[src/verilog/tnn_pkg.sv]
`default_nettype none

package tnn_pkg;

    // Network sizes fixed by the hard-wired weights
    localparam int FEAT_CNT = 11;
    localparam int FEAT_BITS = 4;
    localparam int HIDDEN_CNT = 40;
    localparam int CLASS_CNT = 7;

    // Popcount of up to HIDDEN_CNT bits, then doubled plus bias
    localparam int SUM_BITS = $clog2(HIDDEN_CNT + 1);
    localparam int SCORE_BITS = SUM_BITS + 1;
    localparam int CLASS_BITS = $clog2(CLASS_CNT);

    // Wide enough for the sum of every feature at its maximum
    localparam int ACC_BITS = $clog2(FEAT_CNT + 1) + FEAT_BITS;

    localparam int TAG_BITS = 8;

    localparam int FIFO_DEPTH = 4;
    localparam int FIFO_PTR_BITS = $clog2(FIFO_DEPTH);
    localparam int FIFO_CNT_BITS = $clog2(FIFO_DEPTH + 1);

    // Feature 0 sits in the most significant nibble
    typedef logic [FEAT_CNT*FEAT_BITS-1:0] features_t;

    typedef logic [TAG_BITS-1:0] tag_t;

    typedef struct packed {
        logic [CLASS_BITS-1:0] prediction;
        tag_t                  tag;
    } result_t;

endpackage

`default_nettype wire

[src/verilog/stream_if.sv]
`timescale 1ns/1ns
`default_nettype none

// Valid/ready stream; payload and tag hold steady from valid until the transfer
interface stream_if #(
    parameter type payload_t = logic
);

    logic          valid;
    logic          ready;
    payload_t      payload;
    tnn_pkg::tag_t tag;

    modport source (
        output valid,
        output payload,
        output tag,
        input  ready
    );

    modport sink (
        input  valid,
        input  payload,
        input  tag,
        output ready
    );

endinterface

`default_nettype wire

[src/verilog/argmax.sv]
`timescale 1ns/1ns
`default_nettype none

module argmax #(
    parameter int SIZE = 2,
    parameter int BITS = 1
) (
    input  logic [SIZE*BITS-1:0]     inx,
    output logic [$clog2(SIZE)-1:0] outimax
);

    logic [BITS-1:0]         best_val;
    logic [$clog2(SIZE)-1:0] best_idx;

    // Walk the scores from index 0 upwards. A later score must be strictly
    // larger to take over, so ties keep the lower index
    always_comb begin
        best_val = inx[BITS-1:0];
        best_idx = '0;
        for (int i = 1; i < SIZE; i++) begin
            if (inx[i*BITS +: BITS] > best_val) begin
                best_val = inx[i*BITS +: BITS];
                best_idx = i[$clog2(SIZE)-1:0];
            end
        end
    end

    assign outimax = best_idx;

endmodule

`default_nettype wire

[src/verilog/feature_ingress.sv]
`timescale 1ns/1ns
`default_nettype none

module feature_ingress (
    input  logic               clk,
    input  logic               rst_n,
    input  logic               in_valid,
    output logic               in_ready,
    input  tnn_pkg::features_t in_features,
    stream_if.source           feat_s
);

    logic               run_q;
    logic               full_q;
    logic               accept;
    tnn_pkg::features_t feat_q;
    tnn_pkg::tag_t      tag_q;
    tnn_pkg::tag_t      tag_cnt_q;

    // Ready when the buffer is empty or is handed downstream this cycle.
    // run_q keeps the input closed until the first cycle after reset
    assign in_ready = run_q && (!full_q || feat_s.ready);
    assign accept = in_valid && in_ready;

    always_ff @(posedge clk) begin
        if (!rst_n) begin
            run_q <= 1'b0;
            full_q <= 1'b0;
            tag_cnt_q <= '0;
        end else begin
            run_q <= 1'b1;
            if (accept) begin
                full_q <= 1'b1;
                // Wraps at 256 on its own
                tag_cnt_q <= tag_cnt_q + 1'b1;
            end else if (feat_s.ready) begin
                full_q <= 1'b0;
            end
        end
    end

    always_ff @(posedge clk) begin
        if (accept) begin
            feat_q <= in_features;
            tag_q <= tag_cnt_q;
        end
    end

    assign feat_s.valid = full_q;
    assign feat_s.payload = feat_q;
    assign feat_s.tag = tag_q;

endmodule

`default_nettype wire

[src/verilog/prediction_egress.sv]
`timescale 1ns/1ns
`default_nettype none

module prediction_egress (
    input  logic                           clk,
    input  logic                           rst_n,
    stream_if.sink                         res_s,
    output logic                           out_valid,
    input  logic                           out_ready,
    output logic [tnn_pkg::CLASS_BITS-1:0] out_prediction,
    output tnn_pkg::tag_t                  out_tag
);

    tnn_pkg::result_t                  fifo_mem [tnn_pkg::FIFO_DEPTH];
    tnn_pkg::result_t                  head;
    logic [tnn_pkg::FIFO_PTR_BITS-1:0] wr_ptr;
    logic [tnn_pkg::FIFO_PTR_BITS-1:0] rd_ptr;
    logic [tnn_pkg::FIFO_CNT_BITS-1:0] count;
    logic                              wr_en;
    logic                              rd_en;

    assign res_s.ready = (count != tnn_pkg::FIFO_DEPTH[tnn_pkg::FIFO_CNT_BITS-1:0]);
    assign wr_en = res_s.valid && res_s.ready;
    assign rd_en = out_valid && out_ready;

    always_ff @(posedge clk) begin
        if (!rst_n) begin
            wr_ptr <= '0;
            rd_ptr <= '0;
            count <= '0;
        end else begin
            // Pointers wrap naturally with a power-of-two depth
            if (wr_en) begin
                wr_ptr <= wr_ptr + 1'b1;
            end
            if (rd_en) begin
                rd_ptr <= rd_ptr + 1'b1;
            end
            case ({wr_en, rd_en})
                2'b10: count <= count + 1'b1;
                2'b01: count <= count - 1'b1;
                default: count <= count;
            endcase
        end
    end

    always_ff @(posedge clk) begin
        if (wr_en) begin
            fifo_mem[wr_ptr] <= res_s.payload;
        end
    end

    // Head of the queue is visible the cycle after it is written
    assign head = fifo_mem[rd_ptr];
    assign out_valid = (count != '0);
    assign out_prediction = head.prediction;
    assign out_tag = head.tag;

endmodule

`default_nettype wire

[src/verilog/tnn_classify_stage.sv]
`timescale 1ns/1ns
`default_nettype none

module tnn_classify_stage (
    input  logic     clk,
    input  logic     rst_n,
    stream_if.sink   feat_s,
    stream_if.source res_s
);

    logic [tnn_pkg::CLASS_BITS-1:0] prediction;
    logic                           res_valid_q;
    logic                           take;
    tnn_pkg::result_t               res_q;

    // The whole network settles within the cycle the sample is presented
    winequality_whitetnn u_tnn (
        .features   (feat_s.payload),
        .prediction (prediction)
    );

    // One result slot, free when empty or leaving this cycle
    assign feat_s.ready = !res_valid_q || res_s.ready;
    assign take = feat_s.valid && feat_s.ready;

    always_ff @(posedge clk) begin
        if (!rst_n) begin
            res_valid_q <= 1'b0;
        end else if (take) begin
            res_valid_q <= 1'b1;
        end else if (res_s.ready) begin
            res_valid_q <= 1'b0;
        end
    end

    always_ff @(posedge clk) begin
        if (take) begin
            res_q.prediction <= prediction;
            res_q.tag <= feat_s.tag;
        end
    end

    assign res_s.valid = res_valid_q;
    assign res_s.payload = res_q;
    assign res_s.tag = res_q.tag;

endmodule

`default_nettype wire

[src/verilog/wine_classifier_top.sv]
`timescale 1ns/1ns
`default_nettype none

module wine_classifier_top (
    input  logic                           clk,
    input  logic                           rst_n,
    input  logic                           in_valid,
    output logic                           in_ready,
    input  tnn_pkg::features_t             in_features,
    output logic                           out_valid,
    input  logic                           out_ready,
    output logic [tnn_pkg::CLASS_BITS-1:0] out_prediction,
    output tnn_pkg::tag_t                  out_tag
);

    // Buffered samples towards the network
    stream_if #(.payload_t(tnn_pkg::features_t)) feat_s ();

    // Predictions towards the output queue, tag carried in the payload
    stream_if #(.payload_t(tnn_pkg::result_t)) res_s ();

    feature_ingress u_feature_ingress (
        .clk         (clk),
        .rst_n       (rst_n),
        .in_valid    (in_valid),
        .in_ready    (in_ready),
        .in_features (in_features),
        .feat_s      (feat_s.source)
    );

    tnn_classify_stage u_tnn_classify_stage (
        .clk    (clk),
        .rst_n  (rst_n),
        .feat_s (feat_s.sink),
        .res_s  (res_s.source)
    );

    prediction_egress u_prediction_egress (
        .clk            (clk),
        .rst_n          (rst_n),
        .res_s          (res_s.sink),
        .out_valid      (out_valid),
        .out_ready      (out_ready),
        .out_prediction (out_prediction),
        .out_tag        (out_tag)
    );

endmodule

`default_nettype wire

[src/verilog/winequality_whitetnn.sv]
`timescale 1ns/1ns
`default_nettype none

module winequality_whitetnn (
    input  tnn_pkg::features_t             features,
    output logic [tnn_pkg::CLASS_BITS-1:0] prediction
);

    logic [tnn_pkg::HIDDEN_CNT-1:0]                      hidden;
    logic [tnn_pkg::CLASS_CNT*tnn_pkg::SCORE_BITS-1:0] score_vec;

    // Upper half is the positive feature set, lower half the negative one.
    // Bit j selects feature j
    function automatic logic [2*tnn_pkg::FEAT_CNT-1:0] neuron_masks(input int n);
        logic [2*tnn_pkg::FEAT_CNT-1:0] w;
        case (n)
            0:  w = {11'b00010010000, 11'b01100000011};
            2:  w = {11'b11100000100, 11'b00011110000};
            3:  w = {11'b00000100001, 11'b00011010010};
            4:  w = {11'b11000101000, 11'b00000010011};
            5:  w = {11'b00001000000, 11'b00010001100};
            6:  w = {11'b00011011110, 11'b01000000000};
            7:  w = {11'b00000000011, 11'b10011110000};
            8:  w = {11'b00001000110, 11'b01100100001};
            9:  w = {11'b10011010000, 11'b00100001001};
            10: w = {11'b00001101000, 11'b00010000000};
            11: w = {11'b00101010110, 11'b11000100000};
            12: w = {11'b00010100110, 11'b11000000000};
            13: w = {11'b00100010100, 11'b10000100000};
            14: w = {11'b01000001110, 11'b10011010000};
            15: w = {11'b00001000000, 11'b00110001000};
            17: w = {11'b00000100001, 11'b00110010010};
            18: w = {11'b00011001110, 11'b10100000000};
            19: w = {11'b00001000010, 11'b01000111100};
            20: w = {11'b10000100011, 11'b00011010000};
            21: w = {11'b00110000011, 11'b11000001000};
            22: w = {11'b10100000111, 11'b00001101000};
            24: w = {11'b00001000111, 11'b10010101000};
            25: w = {11'b10000001000, 11'b00010010010};
            27: w = {11'b01001011000, 11'b00000000100};
            29: w = {11'b10000100001, 11'b01110001110};
            30: w = {11'b01010111000, 11'b00000000010};
            31: w = {11'b10010100000, 11'b00000000011};
            34: w = {11'b00000111000, 11'b00001000110};
            35: w = {11'b01101000111, 11'b00010011000};
            36: w = {11'b01000000010, 11'b00011100100};
            37: w = {11'b00001000010, 11'b01000111000};
            38: w = {11'b00000000110, 11'b10000000000};
            39: w = {11'b10001100000, 11'b00110010001};
            // Empty sets compare 0 >= 0, so these neurons always fire
            default: w = '0;
        endcase
        return w;
    endfunction

    function automatic logic [tnn_pkg::ACC_BITS-1:0] masked_sum(
        input logic [tnn_pkg::FEAT_CNT-1:0] mask,
        input tnn_pkg::features_t           f
    );
        logic [tnn_pkg::ACC_BITS-1:0] acc;
        acc = '0;
        for (int j = 0; j < tnn_pkg::FEAT_CNT; j++) begin
            if (mask[j]) begin
                acc = acc + {{(tnn_pkg::ACC_BITS - tnn_pkg::FEAT_BITS){1'b0}},
                             f[(tnn_pkg::FEAT_CNT-1-j)*tnn_pkg::FEAT_BITS +: tnn_pkg::FEAT_BITS]};
            end
        end
        return acc;
    endfunction

    // Upper half counts hidden bits that are set, lower half counts cleared ones
    function automatic logic [2*tnn_pkg::HIDDEN_CNT-1:0] class_masks(input int c);
        logic [2*tnn_pkg::HIDDEN_CNT-1:0] m;
        case (c)
            0: m = {40'h0010148890, 40'h4000810642};
            1: m = {40'h6011580880, 40'h04C0810400};
            2: m = {40'h3001140000, 40'h0202000200};
            3: m = {40'h2081818002, 40'h0200000000};
            4: m = {40'h0010400000, 40'h0200211100};
            5: m = {40'h0080000000, 40'h0200812800};
            default: m = {40'h2001142030, 40'h4F48831046};
        endcase
        return m;
    endfunction

    function automatic logic [tnn_pkg::SCORE_BITS-1:0] class_bias(input int c);
        logic [tnn_pkg::SCORE_BITS-1:0] b;
        case (c)
            0: b = 7;
            1: b = 6;
            2: b = 13;
            3: b = 13;
            4: b = 14;
            5: b = 15;
            default: b = 0;
        endcase
        return b;
    endfunction

    function automatic logic [tnn_pkg::SUM_BITS-1:0] class_popcount(
        input logic [tnn_pkg::HIDDEN_CNT-1:0] h,
        input logic [tnn_pkg::HIDDEN_CNT-1:0] on_mask,
        input logic [tnn_pkg::HIDDEN_CNT-1:0] off_mask
    );
        logic [tnn_pkg::SUM_BITS-1:0] cnt;
        cnt = '0;
        for (int k = 0; k < tnn_pkg::HIDDEN_CNT; k++) begin
            if ((h[k] && on_mask[k]) || (!h[k] && off_mask[k])) begin
                cnt = cnt + 1'b1;
            end
        end
        return cnt;
    endfunction

    for (genvar n = 0; n < tnn_pkg::HIDDEN_CNT; n++) begin : g_hidden
        logic [2*tnn_pkg::FEAT_CNT-1:0] w;
        logic [tnn_pkg::ACC_BITS-1:0]   pos_sum;
        logic [tnn_pkg::ACC_BITS-1:0]   neg_sum;

        assign w = neuron_masks(n);
        assign pos_sum = masked_sum(w[2*tnn_pkg::FEAT_CNT-1:tnn_pkg::FEAT_CNT], features);
        assign neg_sum = masked_sum(w[tnn_pkg::FEAT_CNT-1:0], features);
        // Neurons 26 and 28 were pruned to a constant zero
        assign hidden[n] = (n == 26 || n == 28) ? 1'b0 : (pos_sum >= neg_sum);
    end

    for (genvar c = 0; c < tnn_pkg::CLASS_CNT; c++) begin : g_class
        logic [2*tnn_pkg::HIDDEN_CNT-1:0] sel;
        logic [tnn_pkg::SUM_BITS-1:0]     pop;

        assign sel = class_masks(c);
        assign pop = class_popcount(hidden, sel[2*tnn_pkg::HIDDEN_CNT-1:tnn_pkg::HIDDEN_CNT],
                                    sel[tnn_pkg::HIDDEN_CNT-1:0]);
        // Score is 2*popcount + bias
        assign score_vec[c*tnn_pkg::SCORE_BITS +: tnn_pkg::SCORE_BITS] =
            {pop, 1'b0} + class_bias(c);
    end

    argmax #(
        .SIZE (tnn_pkg::CLASS_CNT),
        .BITS (tnn_pkg::SCORE_BITS)
    ) u_argmax (
        .inx     (score_vec),
        .outimax (prediction)
    );

endmodule

`default_nettype wire
[config.mk]
export PLATFORM = sky130hd
export DESIGN_NAME = wine_classifier_top
export DESIGN_NICKNAME = d
export VERILOG_FILES = /design/src/verilog/tnn_pkg.sv /design/src/verilog/stream_if.sv /design/src/verilog/argmax.sv /design/src/verilog/feature_ingress.sv /design/src/verilog/prediction_egress.sv /design/src/verilog/tnn_classify_stage.sv /design/src/verilog/wine_classifier_top.sv /design/src/verilog/winequality_whitetnn.sv
export SDC_FILE = /design/constraint.sdc
export NUM_CORES = 1
export LEC_CHECK = 0
export BUFFER_PORTS_ARGS = -buffer_cell sky130_fd_sc_hd__buf_2
export CAP_MARGIN = 20
export CORE_MARGIN = 1
export CORE_UTILIZATION = 45
export DETAILED_ROUTE_END_ITERATION = 6
export HOLD_SLACK_MARGIN = 0.05
export PLACE_DENSITY_LB_ADDON = 0.3
export SETUP_SLACK_MARGIN = 0.1
export SLEW_MARGIN = 15
export SYNTH_ARGS = -nofsm -noshare
export SYNTH_HDL_FRONTEND = slang
export SYNTH_HIERARCHICAL = 1
export SYNTH_SLANG_ARGS = --single-unit
[constraint.sdc]
create_clock -name clk -period 25.1 [get_ports clk]
set_input_delay 3.765 -clock clk [delete_from_list [all_inputs] [get_ports clk]]
set_output_delay 3.765 -clock clk [all_outputs]
set_load 0.1 [all_outputs]
# After elaboration in Yosys (flattened, before gate mapping)
# Memories as Yosys holds them, arrays and structs flattened. A register that Yosys moved wholly into a read port is not among the register bits.
# Index checks and enable logic that the tools add are counted.
dict set report classes {
  n_addsub 143
  magnitude_cmp 34
  n_eq_ne 3
  muxes 76
  reduce_logical 14
}
# op n
set ops {}
lappend ops {{$add A8 B4 Y8} 49}
lappend ops {{$mux W6} 49}
lappend ops {{$add A6 B1 Y6 const B} 44}
lappend ops {{$add A4 B4 Y5} 23}
lappend ops {{$ge A8 B8 Y1} 12}
lappend ops {{$add A5 B4 Y6} 7}
lappend ops {{$gt A7 B7 Y1} 6}
lappend ops {{$mux W7} 5}
lappend ops {{$ge A8 B4 Y1} 4}
lappend ops {{$add A7 B4 Y7 const B} 4}
lappend ops {{$ge A8 B5 Y1} 3}
lappend ops {{$ge A4 B8 Y1} 2}
lappend ops {{$ge A5 B8 Y1} 2}
lappend ops {{$ge A8 B6 Y1} 2}
lappend ops {{$add A6 B4 Y7} 2}
lappend ops {{$add A7 B3 Y7 const B} 2}
lappend ops {{$mux W1} 14}
lappend ops {{$mux W2} 7}
lappend ops {{$add A1 B1 Y2 const B} 6}
lappend ops {{$add A8 B1 Y8 const B} 1}
lappend ops {{$ge A5 B7 Y1} 1}
lappend ops {{$ge A6 B5 Y1} 1}
lappend ops {{$pmux W3 S2} 1}
lappend ops {{$reduce_bool A2 Y1} 3}
lappend ops {{other kinds (13)} 20}
dict set report totals {
  ff_bits 81
  mem_bits_rw 44
  in_bits 48
  output_inout_bits 13
  word_cells 283
  memories 1
}
# name words width read_ports rd_clocked_by_memory_dff write_ports line
set mem_list {}
lappend mem_list {u_prediction_egress.fifo_mem 4 11 1 1 1 prediction_egress.sv:14} ;# tnn_pkg::result_t fifo_mem [tnn_pkg::FIFO_DEPTH];

# Depth between registers and ports, before layout
# Gate-level depths: netlist (run 1).
dict set report logic_depth {
  depth_word 41
  ltp_mapped 102
  mapped_depth_nobuf 100
}

# Hierarchy
# Netlist (run 1), hierarchy kept.
# module n_inst cells_each area_each_um2
set by_module_without_submodules {}
lappend by_module_without_submodules {winequality_whitetnn 1 2007 17325.4}
lappend by_module_without_submodules {prediction_egress 1 109 2080.7}
lappend by_module_without_submodules {feature_ingress 1 107 2078.2}
lappend by_module_without_submodules {argmax 1 237 1845.5}
lappend by_module_without_submodules {tnn_classify_stage 1 24 447.9}

# Worst setup path after synthesis (run 1)
# Ideal clock, no wire load.
dict set report synth_path {
  path_type {register -> register}
  startpoint {register u_feature_ingress.feat_q[13] (netlist: u_feature_ingress/feat_s.payload[13])}
  endpoint {register u_tnn_classify_stage.res_q (netlist bit u_tnn_classify_stage/res_s.payload[10]) (data pin)}
  setup_time_ns 0.265
  t_arrival_ns 18.887
  required_ns 24.835
  slack_ns 5.947
  path_stages_with_launch 93
  path_buffers 1
  period_less_slack_ns 19.153
  path_cell_list {edfxtp_1 inv_1 fa_1 inv_1 fa_1 ha_1 fa_1 ha_1 a21o_1 or3_1 or4_1 and3_1 nor2_4 ha_1 xnor2_2 xor2_1 inv_2 ha_1 [57 not listed] ha_1 a21oi_1 nor2b_1 o21ai_0 o21ai_0 nor2_1 o21bai_1 inv_1 or3_1 o221ai_2 ha_1 nor2b_1 o21ai_0 nand2b_1 a21oi_1 o21ai_0 o21ai_0 nand3_1}
}
dict set report synth_between {
  elab_chain_cells 39
  word_cells_on_any_way 157
  classes_between {75 x add/sub; 24 x order compare; 57 x mux; 1 x reduce/logical}
}
# item line
set synth_rtl {}
lappend synth_rtl {{from (decl)} feature_ingress.sv:16} ;# tnn_pkg::features_t feat_q;
lappend synth_rtl {{from (signal assigned)} feature_ingress.sv:44} ;# feat_q <= in_features;
lappend synth_rtl {{$add A8 B4 Y8 (2 in a row)} winequality_whitetnn.sv:64} ;# acc = acc + {{(tnn_pkg::ACC_BITS - tnn_pkg::FEAT_BITS){1'b0}},
lappend synth_rtl {{$ge A8 B8 Y1} winequality_whitetnn.sv:124} ;# assign hidden[n] = (n == 26 || n == 28) ? 1'b0 : (pos_sum >= neg_sum);
lappend synth_rtl {{$mux W1} winequality_whitetnn.sv:108} ;# if ((h[k] && on_mask[k]) || (!h[k] && off_mask[k])) begin
lappend synth_rtl {{$add A1 B1 Y2} winequality_whitetnn.sv:109} ;# cnt = cnt + 1'b1;
lappend synth_rtl {{$mux W6} winequality_whitetnn.sv:108}
lappend synth_rtl {{$add A6 B1 Y6} winequality_whitetnn.sv:109}
lappend synth_rtl {{$mux W6} winequality_whitetnn.sv:108}
lappend synth_rtl {{$add A6 B1 Y6} winequality_whitetnn.sv:109}
lappend synth_rtl {{[18 not listed]} n/a}
lappend synth_rtl {{via u_tnn_classify_stage.u_tnn.score_vec, one bit} winequality_whitetnn.sv:10} ;# logic [tnn_pkg::CLASS_CNT*tnn_pkg::SCORE_BITS-1:0] score_vec;
lappend synth_rtl {{[4 not listed]} n/a}
lappend synth_rtl {{$gt A7 B7 Y1} argmax.sv:21} ;# if (inx[i*BITS +: BITS] > best_val) begin
lappend synth_rtl {{$mux W7 *} argmax.sv:21}
lappend synth_rtl {{$gt A7 B7 Y1} argmax.sv:21}
lappend synth_rtl {{$mux W7} argmax.sv:21}
lappend synth_rtl {{$gt A7 B7 Y1} argmax.sv:21}
lappend synth_rtl {{$mux W7} argmax.sv:21}
lappend synth_rtl {{$gt A7 B7 Y1} argmax.sv:21}
lappend synth_rtl {{$reduce_or A3 Y1 (no source line) *} n/a}
lappend synth_rtl {{to (decl)} tnn_classify_stage.sv:14} ;# tnn_pkg::result_t res_q;
# Mark *: on every way through the listed nets, which the timed path passes. The rest lies on a longest branch.
# A chain may end at the register's enable or synchronous reset.

# Worst setup path in the final report (run 1)
dict set report layout_path {
  startpoint {register u_feature_ingress.feat_q[21] (netlist: u_feature_ingress/feat_s.payload[21])}
  endpoint {register u_tnn_classify_stage.res_q (netlist bit u_tnn_classify_stage/res_s.payload[10]) (data pin)}
}
dict set report layout_between {
  elab_chain_cells 41
  word_cells_on_any_way 166
  classes_between {83 x add/sub; 24 x order compare; 58 x mux; 1 x reduce/logical}
}
# item line
set layout_rtl {}
lappend layout_rtl {{$add A4 B4 Y5} n/a}
lappend layout_rtl {{$add A8 B4 Y8 (3 in a row)} winequality_whitetnn.sv:64}
lappend layout_rtl {{$ge A8 B8 Y1} winequality_whitetnn.sv:124}
lappend layout_rtl {{$mux W1} winequality_whitetnn.sv:108}
lappend layout_rtl {{$add A1 B1 Y2} winequality_whitetnn.sv:109}
lappend layout_rtl {{$mux W6} winequality_whitetnn.sv:108}
lappend layout_rtl {{$add A6 B1 Y6} winequality_whitetnn.sv:109}
lappend layout_rtl {{$mux W6} winequality_whitetnn.sv:108}
lappend layout_rtl {{[19 not listed]} n/a}
lappend layout_rtl {{via u_tnn_classify_stage.u_tnn.score_vec, one bit} winequality_whitetnn.sv:10}
lappend layout_rtl {{[4 not listed]} n/a}
lappend layout_rtl {{$gt A7 B7 Y1} argmax.sv:21}
lappend layout_rtl {{$mux W7 *} argmax.sv:21}
lappend layout_rtl {{$gt A7 B7 Y1} argmax.sv:21}
lappend layout_rtl {{$mux W7} argmax.sv:21}
lappend layout_rtl {{$gt A7 B7 Y1} argmax.sv:21}
lappend layout_rtl {{$mux W7} argmax.sv:21}
lappend layout_rtl {{$gt A7 B7 Y1} argmax.sv:21}
lappend layout_rtl {{$reduce_or A3 Y1 (no source line) *} n/a}
# Marked as above.

==> results of run 1 <==
-- registers in the layout, summed over array words and instances, names as in the netlist, named ones only --
| signal | count |
|---|---|
| u_prediction_egress/count | 3 |
| u_prediction_egress/fifo_mem | 44 |
| u_feature_ingress/feat_s.tag | 8 |
| u_feature_ingress/run_q | 1 |
| u_prediction_egress/wr_ptr | 2 |
| u_feature_ingress/feat_s.valid | 1 |
| u_feature_ingress/tag_cnt_q | 8 |
| u_feature_ingress/feat_s.payload | 44 |
| u_tnn_classify_stage/res_s.valid | 1 |
| u_prediction_egress/rd_ptr | 2 |
| u_tnn_classify_stage/res_s.payload | 3 |
| u_tnn_classify_stage/res_s.tag | 8 |
-- worst max-delay path by stage --
stage / endpoint / slack, ps
3_3_place_gp: u_tnn_classify_stage/res_s.payload[10]$_DFFE_PP_ / 4100
2_1_floorplan: u_tnn_classify_stage/res_s.payload[10]$_DFFE_PP_ / 5950
5_1_grt: u_tnn_classify_stage/res_s.payload[10]$_DFFE_PP_ / 1800
3_5_place_dp: u_tnn_classify_stage/res_s.payload[10]$_DFFE_PP_ / 3580
6_report: u_tnn_classify_stage/res_s.payload[10]$_DFFE_PP_ / 3480
4_1_cts: u_tnn_classify_stage/res_s.payload[10]$_DFFE_PP_ / 3500
-- worst register-to-register path, delay by kind of cell, from the launching register on --
family	cells	cell delay, ps
fa+ha+maj	22	7270
flops	1	810
simple gates	20	3430
compound gates	32	5780
xor+xnor	2	790
buf+inv	9	1310
mux	7	1950
-- placed cells by master, fill, tap and decap left out, drive strengths merged, types with 33 or more instances in the layout --
cell type and n:
a21o 157, a21oi 161, buf 105, edfxtp 107
fa 159, ha 460, inv 391, mux2i 33
nand2 128, nand2b 53, nand3 36, nor2 76
nor2b 34, o21ai 78, xnor2 142, xor2 90
-- through the flow --
stage / hold slack (ps) / setup WS, ps / area, um^2 / util, % / std cells
floorplan: 400 / 5950 / 23800 / - / 2496
global placement: 410 / 4100 / 25200 / 48.7 / 3259
detailed placement: 411 / 3580 / 25200 / 48.7 / 3259
CTS: 420 / 3500 / 25800 / 49.8 / 3291
global route: 431 / 1800 / 25800 / 49.8 / 3292
finish: 422 / 3480 / 25800 / 49.8 / 3293
-- routing by layer --
metal,wire length [um],vias to the layer above,global-route usage [%]
met1,29800,8942,33.6
met2,31700,492,42.5
met5,0,-,0
met3,3480,85,2.67
li1,-,8891,-
met4,1850,0,7.98
-- cell type report --
cell class / count / area, um^2
clock inverter: 13 / 149
fill: 4734 / 25900
timing repair buffer: 105 / 636
clock buffer: 19 / 454
antenna: 1 / 2.50
sequential: 127 / 3610
tap: 680 / 851
multi-input combinational: 1962 / 18600
inverter: 386 / 1450
==> impl_metrics.toml, run 1 <==
[outcome]
status = "completed"

[sta]
period_needed_ps = 21620
finalCritPeriodShare_pct = 86.1
timing_worst_slew_pin_value_ps = 1130
fin_skew_ps = 8.65
fin_setup_tns_ps = 0
slew_viol_final = 0
max_slew_margin_pct = 24.0
setup_viol = 0
finalHoldViolations = 0
rsz0062_at_grt = "no"
fmax_ghz = 0.0463

[min_path]
hold_start = "u_feature_ingress/feat_s.tag[0]$_DFFE_PP_"
hold_depth = 0
whs_endpoint = "u_tnn_classify_stage/res_s.tag[0]$_DFFE_PP_"
hp-class = "reg -> reg"

[logic_synthesis]
avgSynthCellArea_um2 = 9.58
synthCells = 2476
syn_area_um2 = 23700
ys_warn_count = 6

[final_layout]
drive_above_1_share_pct = 9.26
fin_nets = 3266
area_growth_pct = 8.69

[route]
avgRoutedWirePerCell_um = 20.3
firstDrtPassIters = 6
drt_iter0_drc = 1164
antenna_left = 0
drc = 0
vias_per_cell = 5.59
vias = 18400
finalWirelength_um = 66900

[setup_path]
worstPathArrival_ps = 21740
slowest_stage = "edfxtp_1"
startpoint = "u_feature_ingress/feat_s.payload[21]$_DFFE_PP_"
path_delay_family = "adder cells"
crit_buf_inv = 9
cp-end-kind = "flip-flop"
r2r_setup_slack_ps = 3480
required_ps = 25220
crit_type = "reg -> reg"
reg2reg_to = "u_tnn_classify_stage/res_s.payload[10]$_DFFE_PP_"
cp.depth = 92
cpPeakStageDelay_ps = 810
path_max_fanout = 13
worstRegToRegCells = 92
r2r-start = "u_feature_ingress/feat_s.payload[21]$_DFFE_PP_"
crit_path_start_kind = "flip-flop"
cp_common_cell = "ha_1"

[die]
die_y_um = 232
core_area_um2 = 51700
io_pins = 61
start_util_pct = 45.9
fp.dieW_um = 232
rows = 83
die_area_um2 = 53600

[clock_network]
cts_hold_buf = 0
cts.sinks = 127
clk_latency_ps = 430
ctsResizeCount = 0
cts_setup_buffers = 0
numCtsBuffers = 17
cts.clk_slew.worst_paths_ps = 60
cts_max_level = 4
cts_tree = "built"
cts_root_buffer = "clkbuf_16"
ctsLongestPathBuffers = 2

[placement]
gp_congestion = 0.936
io_buffers = 60
dp_hpwl_um = 54500

[grt]
antenna_found_initial = 0
grt_max_degree = 53
grt_usage_pct = 25.2
grt_pass1_vias = 18400
grt_pass1_wl_um = 103000
grt.overflow.total = 0

[flow_run]
maxCapViolCount = 0
Power of run 1 is not shown: default switching activity piles up to over one toggle a cycle in this logic, so the estimate is an artifact.
==> run 2, diff against run 1 <==
- ABC_AREA: not set -> 1
- RECOVER_POWER: not set -> 25
==> run 2 against run 1 <==
Against the previous run:
- wire length down 5.7%
- utilization down 0.51 points
- area after synthesis up 0.81%
- design area up 0.57%
- global-route usage down 1.0 points
- non-clock buffer count down 8
- worst setup slack better by 3500 ps
- critical path depth up 8
- critical endpoint unchanged
- fmax up 19%
==> impl_metrics.toml, run 2 <==
[logic_synthesis]
syn_area_um2 = 23900
ys_warn_count = 6
synthCells = 3029
avgSynthCellArea_um2 = 7.89

[outcome]
status = "completed"

[final_layout]
register_area_um2 = 3610
multi_input_area_um2 = 17900
drive_above_1_share_pct = 11.0
fillers = 5098
area_growth_pct = 8.44
final_cells = 3849
fin_nets = 3815
diodes = 0
final_cell_mix = "611 x inv_1, 528 x nand2_1, 460 x ha_1"
final_common_cell = "inv_1"

[clock_network]
cts_setup_buffers = 0
cts.sinks = 127
cts_hold_buf = 0
cts_tree = "built"
ctsResizeCount = 0
numCtsBuffers = 17
cts_max_level = 4
cts.clk_slew.worst_paths_ps = 90
cts_root_buffer = "clkbuf_16"
clk_latency_ps = 450
ctsLongestPathBuffers = 2

[setup_path]
worstPathArrival_ps = 18290
cpPeakStageDelay_ps = 740
slowest_stage = "edfxtp_1"
startpoint = "u_feature_ingress/feat_s.payload[17]$_DFFE_PP_"
required_ps = 25280
crit_path_start_kind = "flip-flop"
crit_type = "reg -> reg"
path_max_fanout = 15
cp_common_cell = "ha_1"
cp-end-kind = "flip-flop"
r2r-start = "u_feature_ingress/feat_s.payload[17]$_DFFE_PP_"

[grt]
grt_usage_pct = 24.1
grt_pass1_wl_um = 100000
grt.overflow.total = 0
grt_max_degree = 61
antenna_found_initial = 0
grt_pass1_vias = 18800

[sta]
fin_skew_ps = 17.9
setup_viol = 0
finalHoldViolations = 0
fin_setup_tns_ps = 0
fmax_ghz = 0.0552
max_slew_margin_pct = 31.4
period_needed_ps = 18110
rsz0062_at_grt = "no"
finalCritPeriodShare_pct = 72.1
slew_viol_final = 0
timing_worst_slew_pin_value_ps = 1030

[placement]
dp_hpwl_um = 50600
io_buffers = 60
dp.cells = 3813
gp_congestion = 0.999

[die]
rows = 84
die_area_um2 = 54100
start_util_pct = 45.5
die_y_um = 233
core_area_um2 = 52600
io_pins = 61
fp.dieW_um = 233

[route]
firstDrtPassIters = 7
antenna_left = 0
drt_iter0_drc = 1340
drc = 0
vias_per_cell = 5.12
avgRoutedWirePerCell_um = 16.4
vias = 19700
finalWirelength_um = 63100

[flow_run]
maxCapViolCount = 0

[min_path]
hold_start = "u_feature_ingress/feat_s.tag[4]$_DFFE_PP_"
hp-class = "reg -> reg"
## run 2: cell types whose count changed in the layout (fill, tap and decap cells not counted), moves of 22 or more
cell	delta
nor2_1	+64
o21a_1	+22
nand2_1	+401
mux2i_1	-30
inv_1	+231
nand2_2	+75
a21o_1	-143
xnor2_1	-76
nor2b_1	-33
nand3_2	+35
a21oi_1	-28
nand3_1	+172
nand2b_1	-51
## run 2: metrics by stage
| stage | setup slack [ps] | hold WS, ps | utilization [%] | area [um^2] |
|---|---|---|---|---|
| floorplan | 8090 | 400 | - | 24000 |
| global placement | 7250 | 401 | 48.2 | 25300 |
| detailed placement | 7040 | 406 | 48.2 | 25300 |
| CTS | 6960 | 415 | 49.3 | 25900 |
| global route | 5520 | 426 | 49.3 | 25900 |
| finish | 6990 | 413 | 49.3 | 25900 |
## run 2: path summary, 6_finish.rpt
| check | slack [ps] | endpoint | cells past startpoint |
|---|---|---|---|
| max | 6990 | u_tnn_classify_stage/res_s.payload[10]$_DFFE_PP_ | 100 |
| min reg2reg | 410 | u_tnn_classify_stage/res_s.tag[4]$_DFFE_PP_ | 0 |
| min | 410 | u_tnn_classify_stage/res_s.tag[4]$_DFFE_PP_ | 0 |
| max reg2reg | 6990 | u_tnn_classify_stage/res_s.payload[10]$_DFFE_PP_ | 100 |
## run 2: final cells by class
class | count | share of cell area (%)
multi-input combinational | 2270 | 69.0
sequential | 127 | 13.9
inverter | 635 | 9.22
tap | 688 | 3.32
timing repair buffer | 97 | 2.23
clock buffer | 17 | 1.64
clock inverter | 15 | 0.637
## run 2: critical path, delay by kind of cell (launching register included)
family | cells | cell delay, ps
buffers and inverters | 13 | 1190
AO/OA/AOI/OAI | 21 | 3370
AND/OR/NAND/NOR | 42 | 5070
flip-flops | 1 | 740
XOR/XNOR | 1 | 190
adder cells (fa/ha/maj) | 23 | 7270
## run 2: routing by layer
metal / GRT usage, % / part of all wire (%) / wire length (um)
met4: 6.43 / 2.5 / 1570
met2: 40.5 / 46 / 28700
met5: 0 / 0 / 0
met1: 32.1 / 45 / 28500
met3: 3.74 / 6.8 / 4260
Power of run 2 is left out for the same reason.
